## config.mk

```make
export PLATFORM = sky130hd
export DESIGN_NAME = bev_top
export DESIGN_NICKNAME = d
export VERILOG_FILES = /design/src/hdl/bev_pkg.sv /design/src/hdl/bev_order_fsm.sv /design/src/hdl/bev_inventory_calc.sv /design/src/hdl/bev_bridge_port.sv /design/src/hdl/bev_top.sv
export VERILOG_INCLUDE_DIRS = /design/src /design/src/include
export SDC_FILE = /design/constraint.sdc
export NUM_CORES = 1
export LEC_CHECK = 0
export ABC_AREA = 1
export BUFFER_PORTS_ARGS = -buffer_cell sky130_fd_sc_hd__clkbuf_2
export CAP_MARGIN = 20
export CORE_ASPECT_RATIO = 0.9
export CORE_MARGIN = 2
export CORE_UTILIZATION = 40
export CTS_BUF_LIST = sky130_fd_sc_hd__clkbuf_16
export DETAILED_ROUTE_END_ITERATION = 16
export PLACE_DENSITY = 0.62
export SLEW_MARGIN = 20
export SYNTH_ARGS = -nofsm -noshare
export SYNTH_HDL_FRONTEND = slang
export SYNTH_SLANG_ARGS = --single-unit
```

## constraint.sdc

```tcl
create_clock -name clk -period 9.8 [get_ports clk]
set_clock_uncertainty 0.1 [all_clocks]
set_input_delay 1.96 -clock clk [delete_from_list [all_inputs] [get_ports clk]]
set_output_delay 1.96 -clock clk [all_outputs]
set_load 0.02 [all_outputs]
```

## src/include/bev_macros.svh

```systemverilog
`ifndef BEV_MACROS_SVH
`define BEV_MACROS_SVH

// Ingredient amount in a box record
`define BEV_ING_W   12
`define BEV_ING_MAX 12'd4095

// Cup volume per size
`define BEV_CUP_S   12'd480
`define BEV_CUP_M   12'd720
`define BEV_CUP_L   12'd960

// Memory bridge
`define BEV_BOX_W   8
`define BEV_REC_W   64

`endif

```

## src/hdl/bev_pkg.sv

```systemverilog
`include "bev_macros.svh"

package bev_pkg;

    typedef enum logic [1:0] {
        make_drink       = 2'd0,
        supply           = 2'd1,
        check_valid_date = 2'd2
    } action_t;

    typedef enum logic [2:0] {
        black_tea                = 3'd0,
        milk_tea                 = 3'd1,
        extra_milk_tea           = 3'd2,
        green_tea                = 3'd3,
        green_milk_tea           = 3'd4,
        pineapple_juice          = 3'd5,
        super_pineapple_tea      = 3'd6,
        super_pineapple_milk_tea = 3'd7
    } bev_type_t;

    typedef enum logic [1:0] {
        size_s = 2'd0,
        size_m = 2'd1,
        size_l = 2'd2
    } bev_size_t;

    typedef enum logic [1:0] {
        no_err = 2'd0,
        no_exp = 2'd1,
        no_ing = 2'd2,
        ing_of = 2'd3
    } err_msg_t;

    typedef struct packed {
        logic [3:0] month;
        logic [4:0] day;
    } date_t;

    // Layout of one box in memory
    typedef struct packed {
        logic [`BEV_ING_W-1:0] black_tea;
        logic [`BEV_ING_W-1:0] green_tea;
        logic [7:0]            month;
        logic [`BEV_ING_W-1:0] milk;
        logic [`BEV_ING_W-1:0] pineapple_juice;
        logic [7:0]            day;
    } box_rec_t;

    typedef struct packed {
        logic                  sel_action_valid;
        logic                  type_valid;
        logic                  size_valid;
        logic                  date_valid;
        logic                  box_no_valid;
        logic                  box_sup_valid;
        logic [`BEV_ING_W-1:0] data;
    } order_in_t;

    // Supply lanes 0 to 3 hold black tea, green tea, milk and pineapple juice
    typedef struct packed {
        action_t                    act;
        bev_type_t                  bev_type;
        bev_size_t                  size;
        date_t                      date;
        logic [3:0][`BEV_ING_W-1:0] sup_amt;
    } order_ctx_t;

    typedef struct packed {
        logic     out_valid;
        logic     complete;
        err_msg_t err_msg;
    } result_t;

    typedef struct packed {
        logic                  in_valid;
        logic                  r_wb;
        logic [`BEV_BOX_W-1:0] addr;
        box_rec_t              data_w;
    } bridge_req_t;

    typedef struct packed {
        logic     out_valid;
        box_rec_t data_r;
    } bridge_rsp_t;

endpackage

```

## src/hdl/bev_order_fsm.sv

```systemverilog
`include "bev_macros.svh"

module bev_order_fsm
(
    input  logic                  clk,
    input  logic                  rst_n,
    input  bev_pkg::order_in_t    order,
    input  logic                  rd_done,
    input  logic                  wb_busy,
    input  logic                  wb_needed,
    output bev_pkg::order_ctx_t   ctx,
    output logic [`BEV_BOX_W-1:0] box_no,
    output logic                  rd_start,
    output logic                  eval,
    output logic                  wb_start
);

    typedef enum logic [3:0] {
        idle,
        get_type,
        get_size,
        get_date,
        get_box,
        get_supply,
        wait_wb,
        read,
        evaluate,
        write_back
    } state_t;

    state_t     state;
    state_t     state_nxt;
    logic [1:0] sup_cnt;

    always_comb
    begin
        state_nxt = state;
        case (state)
            idle:
            begin
                if (order.sel_action_valid)
                begin
                    if (order.data[1:0] == bev_pkg::make_drink)
                        state_nxt = get_type;
                    else if (order.data[1:0] == bev_pkg::supply ||
                             order.data[1:0] == bev_pkg::check_valid_date)
                        state_nxt = get_date;
                end
            end
            get_type:
                if (order.type_valid) state_nxt = get_size;
            get_size:
                if (order.size_valid) state_nxt = get_date;
            get_date:
                if (order.date_valid) state_nxt = get_box;
            get_box:
            begin
                if (order.box_no_valid)
                    state_nxt = (ctx.act == bev_pkg::supply) ? get_supply : wait_wb;
            end
            get_supply:
                if (order.box_sup_valid && sup_cnt == 2'd3) state_nxt = wait_wb;
            // Previous order's write must land before this read
            wait_wb:
                if (!wb_busy) state_nxt = read;
            read:
                if (rd_done) state_nxt = evaluate;
            evaluate:
                state_nxt = wb_needed ? write_back : idle;
            default:
                state_nxt = idle;
        endcase
    end

    always_ff @(posedge clk or negedge rst_n)
    begin
        if (!rst_n)
            state <= idle;
        else
            state <= state_nxt;
    end

    always_ff @(posedge clk or negedge rst_n)
    begin
        if (!rst_n)
            sup_cnt <= 2'd0;
        else if (state == idle)
            sup_cnt <= 2'd0;
        else if (state == get_supply && order.box_sup_valid)
            sup_cnt <= sup_cnt + 2'd1;
    end

    always_ff @(posedge clk)
    begin
        case (state)
            idle:
                if (order.sel_action_valid) ctx.act <= bev_pkg::action_t'(order.data[1:0]);
            get_type:
                if (order.type_valid) ctx.bev_type <= bev_pkg::bev_type_t'(order.data[2:0]);
            get_size:
                if (order.size_valid) ctx.size <= bev_pkg::bev_size_t'(order.data[1:0]);
            get_date:
                if (order.date_valid) ctx.date <= bev_pkg::date_t'(order.data[8:0]);
            get_box:
                if (order.box_no_valid) box_no <= order.data[`BEV_BOX_W-1:0];
            get_supply:
                if (order.box_sup_valid) ctx.sup_amt[sup_cnt] <= order.data;
            default: ;
        endcase
    end

    assign rd_start = (state == wait_wb) && !wb_busy;
    assign eval     = (state == evaluate);
    assign wb_start = (state == write_back);

endmodule

```

## src/hdl/bev_inventory_calc.sv

```systemverilog
`include "bev_macros.svh"

module bev_inventory_calc
(
    input  logic                clk,
    input  logic                rst_n,
    input  bev_pkg::order_ctx_t ctx,
    input  logic                rd_done,
    input  bev_pkg::box_rec_t   rd_data,
    input  logic                eval,
    output bev_pkg::result_t    result,
    output bev_pkg::box_rec_t   rec_next,
    output logic                wb_needed
);

    bev_pkg::box_rec_t          rec_q;
    bev_pkg::box_rec_t          rec_upd;
    bev_pkg::err_msg_t          err_d;
    logic [`BEV_ING_W-1:0]      cup;
    logic [3:0][`BEV_ING_W-1:0] cur_amt;
    logic [3:0][`BEV_ING_W-1:0] need_amt;
    logic [3:0][`BEV_ING_W:0]   diff;
    logic [3:0][`BEV_ING_W:0]   sum;
    logic [3:0]                 lack;
    logic [3:0]                 ovf;
    logic                       expired;

    assign cur_amt = {rec_q.pineapple_juice, rec_q.milk, rec_q.green_tea, rec_q.black_tea};

    // Box still good on the order date itself
    assign expired = {rec_q.month, rec_q.day} < {4'd0, ctx.date.month, 3'd0, ctx.date.day};

    always_comb
    begin
        case (ctx.size)
            bev_pkg::size_s: cup = `BEV_CUP_S;
            bev_pkg::size_m: cup = `BEV_CUP_M;
            default:         cup = `BEV_CUP_L;
        endcase
    end

    // Recipe split of the cup
    always_comb
    begin
        need_amt = '0;
        case (ctx.bev_type)
            bev_pkg::black_tea:
                need_amt[0] = cup;
            bev_pkg::milk_tea:
            begin
                need_amt[0] = cup - (cup >> 2);
                need_amt[2] = cup >> 2;
            end
            bev_pkg::extra_milk_tea:
            begin
                need_amt[0] = cup >> 1;
                need_amt[2] = cup >> 1;
            end
            bev_pkg::green_tea:
                need_amt[1] = cup;
            bev_pkg::green_milk_tea:
            begin
                need_amt[1] = cup >> 1;
                need_amt[2] = cup >> 1;
            end
            bev_pkg::pineapple_juice:
                need_amt[3] = cup;
            bev_pkg::super_pineapple_tea:
            begin
                need_amt[0] = cup >> 1;
                need_amt[3] = cup >> 1;
            end
            default:
            begin
                need_amt[0] = cup >> 1;
                need_amt[2] = cup >> 2;
                need_amt[3] = cup >> 2;
            end
        endcase
    end

    always_comb
    begin
        for (int i = 0; i < 4; i++)
        begin
            diff[i] = {1'b0, cur_amt[i]} - {1'b0, need_amt[i]};
            sum[i]  = {1'b0, cur_amt[i]} + {1'b0, ctx.sup_amt[i]};
            lack[i] = diff[i][`BEV_ING_W];
            ovf[i]  = sum[i] > {1'b0, `BEV_ING_MAX};
        end
    end

    always_comb
    begin
        err_d   = bev_pkg::no_err;
        rec_upd = rec_q;
        case (ctx.act)
            bev_pkg::make_drink:
            begin
                // Expiry wins over a short ingredient
                if (expired)
                    err_d = bev_pkg::no_exp;
                else if (|lack)
                    err_d = bev_pkg::no_ing;
                rec_upd.black_tea       = diff[0][`BEV_ING_W-1:0];
                rec_upd.green_tea       = diff[1][`BEV_ING_W-1:0];
                rec_upd.milk            = diff[2][`BEV_ING_W-1:0];
                rec_upd.pineapple_juice = diff[3][`BEV_ING_W-1:0];
            end
            bev_pkg::supply:
            begin
                if (|ovf)
                    err_d = bev_pkg::ing_of;
                rec_upd.black_tea       = ovf[0] ? `BEV_ING_MAX : sum[0][`BEV_ING_W-1:0];
                rec_upd.green_tea       = ovf[1] ? `BEV_ING_MAX : sum[1][`BEV_ING_W-1:0];
                rec_upd.milk            = ovf[2] ? `BEV_ING_MAX : sum[2][`BEV_ING_W-1:0];
                rec_upd.pineapple_juice = ovf[3] ? `BEV_ING_MAX : sum[3][`BEV_ING_W-1:0];
                rec_upd.month           = {4'd0, ctx.date.month};
                rec_upd.day             = {3'd0, ctx.date.day};
            end
            bev_pkg::check_valid_date:
                if (expired) err_d = bev_pkg::no_exp;
            default: ;
        endcase
    end

    // Overflowed supply is still written with the clamped amounts
    assign wb_needed = (ctx.act == bev_pkg::make_drink && err_d == bev_pkg::no_err) ||
                       ctx.act == bev_pkg::supply;

    always_ff @(posedge clk or negedge rst_n)
    begin
        if (!rst_n)
        begin
            result <= '0;
        end
        else
        begin
            result.out_valid <= eval;
            if (eval)
            begin
                result.complete <= (err_d == bev_pkg::no_err);
                result.err_msg  <= err_d;
            end
        end
    end

    always_ff @(posedge clk)
    begin
        if (rd_done)
            rec_q <= rd_data;
        else if (eval && wb_needed)
            rec_q <= rec_upd;
    end

    assign rec_next = rec_q;

endmodule

```

## src/hdl/bev_bridge_port.sv

```systemverilog
`include "bev_macros.svh"

module bev_bridge_port
(
    input  logic                  clk,
    input  logic                  rst_n,
    input  logic [`BEV_BOX_W-1:0] box_no,
    input  logic                  rd_start,
    input  logic                  wb_start,
    input  bev_pkg::box_rec_t     rec_next,
    output bev_pkg::bridge_req_t  bridge_req,
    input  bev_pkg::bridge_rsp_t  bridge_rsp,
    output logic                  rd_done,
    output logic                  wb_busy
);

    logic                  rd_pend;
    logic                  r_wb_q;
    logic [`BEV_BOX_W-1:0] addr_q;
    logic [`BEV_REC_W-1:0] data_q;

    // Fields follow the start pulse, then hold until the answer
    always_comb
    begin
        bridge_req.in_valid = rd_start | wb_start;
        bridge_req.r_wb     = r_wb_q;
        bridge_req.addr     = addr_q;
        bridge_req.data_w   = bev_pkg::box_rec_t'(data_q);
        if (rd_start)
        begin
            bridge_req.r_wb = 1'b1;
            bridge_req.addr = box_no;
        end
        else if (wb_start)
        begin
            bridge_req.r_wb   = 1'b0;
            bridge_req.addr   = box_no;
            bridge_req.data_w = rec_next;
        end
    end

    always_ff @(posedge clk or negedge rst_n)
    begin
        if (!rst_n)
        begin
            r_wb_q  <= 1'b0;
            addr_q  <= '0;
            rd_pend <= 1'b0;
            wb_busy <= 1'b0;
        end
        else
        begin
            if (bridge_req.in_valid)
            begin
                r_wb_q <= bridge_req.r_wb;
                addr_q <= bridge_req.addr;
            end
            // One request in flight, so any answer closes it
            if (rd_start)
                rd_pend <= 1'b1;
            else if (bridge_rsp.out_valid)
                rd_pend <= 1'b0;
            if (wb_start)
                wb_busy <= 1'b1;
            else if (bridge_rsp.out_valid)
                wb_busy <= 1'b0;
        end
    end

    always_ff @(posedge clk)
    begin
        if (wb_start)
            data_q <= rec_next;
    end

    assign rd_done = bridge_rsp.out_valid & rd_pend;

endmodule

```

## src/hdl/bev_top.sv

```systemverilog
`include "bev_macros.svh"

module bev_top
(
    input  logic                 clk,
    input  logic                 rst_n,
    input  bev_pkg::order_in_t   order,
    output bev_pkg::result_t     result,
    output bev_pkg::bridge_req_t bridge_req,
    input  bev_pkg::bridge_rsp_t bridge_rsp
);

    bev_pkg::order_ctx_t   ctx;
    bev_pkg::box_rec_t     rec_next;
    logic [`BEV_BOX_W-1:0] box_no;
    logic                  rd_start;
    logic                  rd_done;
    logic                  eval;
    logic                  wb_start;
    logic                  wb_busy;
    logic                  wb_needed;

    bev_order_fsm order_fsm_inst
    (
        .clk       (clk),
        .rst_n     (rst_n),
        .order     (order),
        .rd_done   (rd_done),
        .wb_busy   (wb_busy),
        .wb_needed (wb_needed),
        .ctx       (ctx),
        .box_no    (box_no),
        .rd_start  (rd_start),
        .eval      (eval),
        .wb_start  (wb_start)
    );

    bev_inventory_calc inventory_calc_inst
    (
        .clk       (clk),
        .rst_n     (rst_n),
        .ctx       (ctx),
        .rd_done   (rd_done),
        .rd_data   (bridge_rsp.data_r),
        .eval      (eval),
        .result    (result),
        .rec_next  (rec_next),
        .wb_needed (wb_needed)
    );

    bev_bridge_port bridge_port_inst
    (
        .clk        (clk),
        .rst_n      (rst_n),
        .box_no     (box_no),
        .rd_start   (rd_start),
        .wb_start   (wb_start),
        .rec_next   (rec_next),
        .bridge_req (bridge_req),
        .bridge_rsp (bridge_rsp),
        .rd_done    (rd_done),
        .wb_busy    (wb_busy)
    );

endmodule

```

# Word level (Yosys, flattened, before mapping)
# Cells that the tools add are included.
[op_classes] add_sub_neg=10 n_reduce_logical=36 mux=44 magnitude_cmp=7 n_bitwise=2 n_eq_ne=30
[ops] cell="64-bit 2-to-1 mux" count=3
[ops] cell="24-bit case mux with 2 select lines" count=2
[ops] cell="73-bit 2-to-1 mux" count=1
[ops] cell="12-bit case mux with 3 select lines" count=2
[ops] cell="12-bit 2-to-1 mux" count=5
[ops] cell="12-bit by 12-bit adder with 13-bit output" count=4
[ops] cell="13-bit by 12-bit > comparator with 1-bit output (second input constant)" count=4
[ops] cell="48-bit bitwise mux" count=1
[ops] cell="4-bit 2-to-1 mux" count=11
[ops] cell="12-bit by 12-bit subtractor with 13-bit output" count=3
[ops] cell="4-bit case mux with 9 select lines" count=1
[ops] cell="12-bit demux with 2-bit select" count=1
[ops] cell="12-bit case mux with 2 select lines" count=1
[ops] cell="11-bit case mux with 2 select lines" count=1
[ops] cell="10-bit case mux with 2 select lines" count=1
[ops] cell="4-bit by 3-bit == test with 1-bit output (second input constant)" count=4
[ops] cell="16-bit by 12-bit < comparator with 1-bit output" count=1
[ops] cell="8-bit 2-to-1 mux" count=2
[ops] cell="2-bit AND reduction" count=8
[ops] cell="12-bit by 11-bit subtractor with 13-bit output" count=1
[ops] cell="2-bit 2-to-1 mux" count=6
[ops] cell="2-bit inequality test (second input constant)" count=6
[ops] cell="4-bit OR reduction" count=3
[ops] cell="10-bit by 8-bit subtractor with 11-bit output" count=1
[ops] cell="other kinds (30)" count=56
[totals] in_bits=85 regBits=221 elab_cells=155

# Longest topological paths before layout
# Gate-level depths: netlist of the first run.
[depth] depth_word=15 mapped_depth=23 ltp_nobuf=23

# Modules after synthesis
# A second synthesis of the first run with hierarchy kept.
[hier_totals] hier_cells=1586 area_unflattened_um2=13767.0
[by_module_without_submodules] module="bev_inventory_calc" seq_area_each_um2=2021.9 area_each_um2=7602.3 cells_per_inst=1076 n_inst=1
[by_module_without_submodules] module="bev_bridge_port" seq_area_each_um2=2197.1 area_each_um2=3348.2 cells_per_inst=335 n_inst=1
[by_module_without_submodules] module="bev_order_fsm" seq_area_each_um2=2312.2 area_each_um2=2816.5 cells_per_inst=175 n_inst=1

# Worst setup path before layout of the first run
# OpenSTA, ideal clock, no wires.
[synth_timing] path_type="register to output" startpoint="register order_fsm_inst.state[0]" endpoint="output bridge_req[49] (netlist bit)" t_arrival_ns=2.067 required_time_ns=7.740 path_buffers=1 slack_ns=5.673 path_stages_with_launch=8 path_cell_list="dfrtp_1 > inv_1 > nor2_2 > nand2_2 > clkinv_1 > buf_2 > nand2_1 > nand2_1"
[synth_lines] item="start, declared" line="bev_order_fsm.sv:31" rtl="state_t state;"
[synth_lines] item="start signal, assigned" line="bev_order_fsm.sv:78" rtl="state <= idle;"
[synth_lines] item="start signal, assigned" line="bev_order_fsm.sv:80" rtl="state <= state_nxt;"
[synth_lines] item="end, declared" line="bev_top.sv:9" rtl="output bev_pkg::bridge_req_t bridge_req,"

==> impl_metrics.yaml, run 1 <==
setup_path:
  required_ns: 7.74
  worstPathCellList: "inv_1 -> nor2_2 -> nand2_4 -> inv_4 -> buf_4 -> nand2_1 -> nand2_1 -> clkbuf_2"
  crit_fanout: 57
  crit_family: "buffers and inverters"
  critPathLaunch: "order_fsm_inst.state[0]$_DFFE_PN0P_"
  endpoint_kind: "primary output"
  slowest_delay_ns: 0.67
  crit_top_cell: "nand2_1"
  reg2reg_depth: 17
  critical_path_depth: 8
  crit_arrival_ns: 3.06
  worst_path_max_delay_cell: "buf_4"
  cp-start-kind: "register"
  crit_type: "register to primary output"
  regToRegStartpoint: "order_fsm_inst.ctx[58]$_DFFE_PP_"
  critPathBufInv: 4
timing:
  fmax_mhz: 195.3
  rsz0062_at_grt: "no"
  drv_slew: 0
  setup_tns_ns: 0
  fin_hold_ws_ns: 0.3481
  worst_slew_margin_rel_pct: 30.76
  fin_crit_sh_pct: 52.25
  setup-violations-final: 0
  hold_violations: 0
  max_slew.worst_pin.slew_ns: 1.035
  min_period_ns: 5.121
floorplanning:
  initial_core_util_pct: 40.68
  rows: 63
  design.die.area_um2: 35080
  ioPinCount: 163
  die_h_um: 177.9
  core_area_um2: 33030
  die_x_um: 197.2
cells_and_area:
  finish.utilization_pct: 46.83
  regArea_um2: 6531
  drive_gt1_share_pct: 15.75
  fillers: 3190
  final_area_um2: 15470
  area.growth.synth_to_final_pct: 15.11
  multi_input_area_um2: 6180
  final_cells: 2106
  nets: 1851
synthesis:
  yosys.area.top_type: "edfxtp_1"
  synth_common_cells: "421 x nand2_1, 200 x edfxtp_1, 148 x inv_1"
  synth_area_um2: 13440
  synth_flop_cell: "edfxtp_1"
  synth_seq_area_share_pct: 48.61
  synth_seq_cells: 221
  yosys_warnings: 0
  synth.area.top_cells: "edfxtp_1 45%, nand2_1 12%, ha_1 8.8%, inv_1 4.1%, o21ai_0 4.1%"
  async_flop_share_pct: 9.502
  synth_most_common_cell: "nand2_1"
  syn_avg_cell_area_um2: 8.964
  netlist-cell-type-count: 52
  synth_edf_count: 200
  post-synth-top-area-fraction_pct: 44.70
  synth_cells: 1499
global_route:
  antenna_found_initial: 1
  grt-ovfl-total: 0
  grt_pass1_wl_um: 58640
  grt_usage_pct: 22.05
  grt_max_degree: 80
  grt_pass1_vias: 10450
clocking:
  clock-sinks: 221
  cts_hold_buf: 0
  cts-root-buf: "clkbuf_16"
  cts_buffer_depth: 3
  cts_tree: "built"
  clk_pin_slew_ns: 0.06
  cts_setup_buffers: 0
  cts_resized: 0
  clkLatencyLatePin_ns: 0.54
  cts_max_level: 1
  cts_made_buffers: 25
hold_path:
  min_from: "inventory_calc_inst.rec_next[0]$_DFFE_PP_"
  holdCritPathClass: "register to register"
  holdPathStages: 0
routing:
  postRouteAntennaNets: 0
  drc: 0
  vias_per_cell: 5.195
  drt_pre_antenna_iters: 5
  post_drt_wl_per_cell_um: 18.25
  first_iter_violations: 743
  vias: 10940
  wirelength_um: 38430
placement:
  dp_hpwl_um: 28070
  port_buffers: 162
  dp_cells: 2059
  gp_congestion: 0.9233
  dpl_cell_area_um2: 14700
outcome:
  status: "finished clean"
power:
  p_per_area_nw_per_um2: 228.7
  ir_drop_mv: 0.1660
  power.leakage_nw: 6.872
flow_run:
  cap_violations: 0
## layer usage
metal	global-route usage (%)	share of wire, %
met5	0	0
met4	7.299	3.3
met3	2.737	6.0
met2	32.82	42
met1	33.10	49
## cell families (layout without fill, tap and decap cells)
family,Yosys count,count (layout),synth area share (%)
multiplexers,16,16,1.341
buffers and inverters,192,375,5.541
other,1,3,0.02791
AO/OA/AOI/OAI,288,288,11.94
AND/OR/NAND/NOR,636,636,19.80
adder cells (fa/ha/maj),102,102,9.945
XOR/XNOR,43,43,2.803
flip-flops,221,221,48.61
## final cells by class
type	instances	area share [%]
inverter	159	3.875
antenna	1	0.01618
sequential	221	42.23
timing repair buffer	170	5.630
clock buffer	25	4.045
tap	422	3.414
multi-input combinational	1087	39.95
clock inverter	21	0.8413
## worst reg2reg max path, delay by kind of cell (launching register included)
family,cells,cell delay (ns)
AOI/OAI and AO/OA,2,0.27
and+or+nand+nor,11,1.49
adders and majority gates,2,0.74
DFF,1,0.42
buffers and inverters,2,0.77
## sequential cells by signal, indices dropped and copies added, names as in the netlist
register,cells
bridge_port_inst.addr_q,8
bridge_port_inst.data_q,64
inventory_calc_inst.result,4
order_fsm_inst.ctx,64
bridge_port_inst.wb_busy,1
order_fsm_inst.state,4
order_fsm_inst.sup_cnt,2
bridge_port_inst.r_wb_q,1
inventory_calc_inst.rec_next,64
bridge_port_inst.rd_pend,1
order_fsm_inst.box_no,8
## power by group
part	leakage (nW)	switching [W]	internal, W
clock network	0.390	0.000385	0.000491
registers	2.07	0.000106	0.00122
logic	4.41	0.000863	0.000472
## cells in the final DEF, fill, tap and decap left out, types with 7 or more instances in the layout
cell type  netlist  final
a31oi_1         16     16
a21oi_1        101    101
nand2_1        421    419
nor2_1          95     93
mux2_1           7      7
clkbuf_2         0    162
inv_1          148    152
a21o_1           9      9
clkbuf_16        0     25
o21ai_0        109    108
dfrtp_1         21     21
xor2_1          28     28
nor2_2           8     10
nor3_1          17     17
ha_1            94     94
edfxtp_1       200    200
nand4_1         10     10
nand2_2          6      7
inv_2           10     11
o21ai_1         11     12
mux2_2           9      9
nand3_1         53     53
xnor2_1         15     15
fa_1             8      8
buf_4            0      8
o21bai_1        11     11
## through the flow
step           power [W]  setup WS [ns]
2_1_floorplan   0.002275          5.673
3_3_place_gp    0.002654          5.276
3_5_place_dp    0.002667          5.205
4_1_cts         0.003551          4.641
5_1_grt         0.003771          4.404
6_report        0.003537          4.679
## final timing paths
path                                                              endpoint  slack (ns)
worst max-delay path                                        bridge_req[61]        4.68
worst min-delay path                  bridge_port_inst.data_q[0]$_DFFE_PP_        0.35
worst max register to register  inventory_calc_inst.rec_next[26]$_DFFE_PP_        5.60
worst min register to register        bridge_port_inst.data_q[0]$_DFFE_PP_        0.35
max in group asynchronous              order_fsm_inst.state[1]$_DFFE_PN0P_        7.88
min in group asynchronous        inventory_calc_inst.result[1]$_DFFE_PN0P_        1.32
Note: power is estimated with default switching activity, not from simulation.
==> run 2, diff against run 1 <==
==> constraint.sdc (replaced) <==
create_clock -name clk -period 5.3 [get_ports clk]
set_clock_uncertainty 0.1 [all_clocks]
set_input_delay 1.06 -clock clk [delete_from_list [all_inputs] [get_ports clk]]
set_output_delay 1.06 -clock clk [all_outputs]
set_load 0.02 [all_outputs]
==> run 2 against run 1 <==
Global-route usage rose by 0.32 points. Highest routed layer unchanged. Critical path depth rose by 9. Power rose by 85%. Combinational power rose by 86%. Setup slack got worse by 3.5 ns. Sequential power rose by 84%. Largest cell class unchanged. Largest power group unchanged.
==> impl_metrics.yaml, run 2 (synthesized netlist as in run 1, its figures left out) <==
power:
  p_per_area_nw_per_um2: 422.4
  power.leakage_nw: 6.894
  ir_drop_mv: 0.2846
  power_w: 0.006549
global_route:
  grt_usage_pct: 22.37
  grt-ovfl-total: 0
  grt_pass1_wl_um: 59490
  grt_use_met1_pct: 33.46
  grt_busiest_layer: "met2"
  antenna_found_initial: 0
  grtUsageMet3_pct: 3.535
  grt_max_degree: 63
  grt_pass1_vias: 10470
  use_met2_pct: 33.99
floorplanning:
  design.die.area_um2: 35080
  die_h_um: 177.9
  initial_core_util_pct: 40.68
  core_area_um2: 33030
  rows: 63
  ioPinCount: 163
  die_x_um: 197.2
setup_path:
  critPathBufInv: 2
  worstPathCellList: "nor2_2 -> inv_1 -> ha_1 -> o21ai_0 -> o21ai_0 -> ha_1 -> nand2_1 -> nor2_1 -> nand3_1 -> nand3_1 -> nand2_1 -> nor2_1 -> nand4_1 -> nand2_1 -> nand2_1 -> nand2_2 -> buf_12"
  slowest_delay_ns: 0.46
  cp-start-kind: "register"
  crit_fanout: 20
  crit_family: "simple AND/OR/NAND/NOR gates"
  required_ns: 5.43
  crit_arrival_ns: 4.29
  crit_type: "register to register"
  worst_path_max_delay_cell: "nand2_2"
  crit_top_cell: "nand2_1"
  endpoint_kind: "register"
clocking:
  cts_resized: 0
  cts-root-buf: "clkbuf_16"
  cts_made_buffers: 25
  cts_buffer_depth: 3
  cts_max_level: 1
  cts_setup_buffers: 0
  cts_hold_buf: 0
  clock-sinks: 221
  clk_pin_slew_ns: 0.06
  clkLatencyLatePin_ns: 0.54
  cts_tree: "built"
routing:
  vias: 11030
  postRouteAntennaNets: 0
  drc: 0
  vias_per_cell: 5.231
  wirelength_um: 39060
  first_iter_violations: 813
  drt_pre_antenna_iters: 6
  post_drt_wl_per_cell_um: 18.53
placement:
  dpl_cell_area_um2: 14750
  dp_slack_ns: 1.180
  gp_congestion: 0.9266
  port_buffers: 162
  dp_hpwl_um: 28540
cells_and_area:
  final_area_um2: 15500
  layout_commonest_cell: "nand2_1"
  nets: 1854
  drive_gt1_share_pct: 15.79
  layout_common_cells: "419 x nand2_1, 200 x edfxtp_1, 162 x clkbuf_2"
  area.growth.synth_to_final_pct: 15.37
timing:
  worst_slew_margin_rel_pct: 30.12
  setup_ws_ns: 1.132
  drv_slew: 0
  rsz0062_at_grt: "no"
  fmax_mhz: 239.9
  setup_tns_ns: 0
  hold_violations: 0
  fin_crit_sh_pct: 78.65
  fin_hold_ws_ns: 0.3520
  max_slew.worst_pin.slew_ns: 1.044
  setup-violations-final: 0
  min_period_ns: 4.168
flow_run:
  cap_violations: 0
outcome:
  status: "finished clean"
hold_path:
  holdCritPathClass: "register to register"
run 2: cell count changes in the layout (fill, tap and decap cells not counted), sizes merged:
cell	delta
buf	+3
clkinvlp	-1
run 2: path summary, 6_finish.rpt:
| path | start | to | slack, ns | depth (start not counted) |
|---|---|---|---|---|
| max reg2reg | order_fsm_inst.ctx[58]$_DFFE_PP_ | inventory_calc_inst.rec_next[29]$_DFFE_PP_ | 1.13 | 17 |
| min in group asynchronous | rst_n | inventory_calc_inst.result[3]$_DFF_PN0_ | 0.40 | 1 |
| min reg2reg | inventory_calc_inst.rec_next[39]$_SDFFCE_PN0P_ | bridge_port_inst.data_q[39]$_DFFE_PP_ | 0.35 | 0 |
| max in group asynchronous | rst_n | order_fsm_inst.state[0]$_DFFE_PN0P_ | 4.32 | 1 |
| max | order_fsm_inst.ctx[58]$_DFFE_PP_ | inventory_calc_inst.rec_next[29]$_DFFE_PP_ | 1.13 | 17 |
| min | inventory_calc_inst.rec_next[39]$_SDFFCE_PN0P_ | bridge_port_inst.data_q[39]$_DFFE_PP_ | 0.35 | 0 |
run 2: metal layers:
layer  part of all wire (%)  routed length, µm
met1                     48              18930
met2                     43              16650
met3                    6.7               2633
met4                    2.2                845
met5                      0                  0
run 2: through the flow:
| stage | cells | utilization, % |
|---|---|---|
| global placement | 2062 | 44.66 |
| detailed placement | 2062 | 44.66 |
| floorplan | 1500 | - |
| CTS | 2107 | 46.91 |
| finish | 2108 | 46.94 |
| global route | 2107 | 46.93 |
run 2: final cells by class:
cell class | count | area, µm²
tap | 422 | 528.0
timing repair buffer | 173 | 918.4
inverter | 159 | 599.3
sequential | 221 | 6531
clock inverter | 20 | 117.6
fill | 3215 | 17530
multi-input combinational | 1087 | 6180
clock buffer | 25 | 625.6
antenna | 1 | 2.502
run 2: worst register-to-register path, cell delays in order (launching register included):
cell and delay [ns]:
edfxtp_1 0.42, nor2_2 0.33, inv_1 0.27, ha_1 0.36, o21ai_0 0.18, o21ai_0 0.12, ha_1 0.38, nand2_1 0.09
nor2_1 0.14, nand3_1 0.08, nand3_1 0.10, nand2_1 0.05, nor2_1 0.20, nand4_1 0.12, nand2_1 0.07, nand2_1 0.11
nand2_2 0.46, buf_12 0.26
run 2: report_power, final:
group	switching [W]	leakage, nW	internal (W)
clock	0.000710	0.390	0.000901
sequential	0.000195	2.07	0.00225
combinational	0.00161	4.44	0.000882
total	0.00251	6.89	0.00404
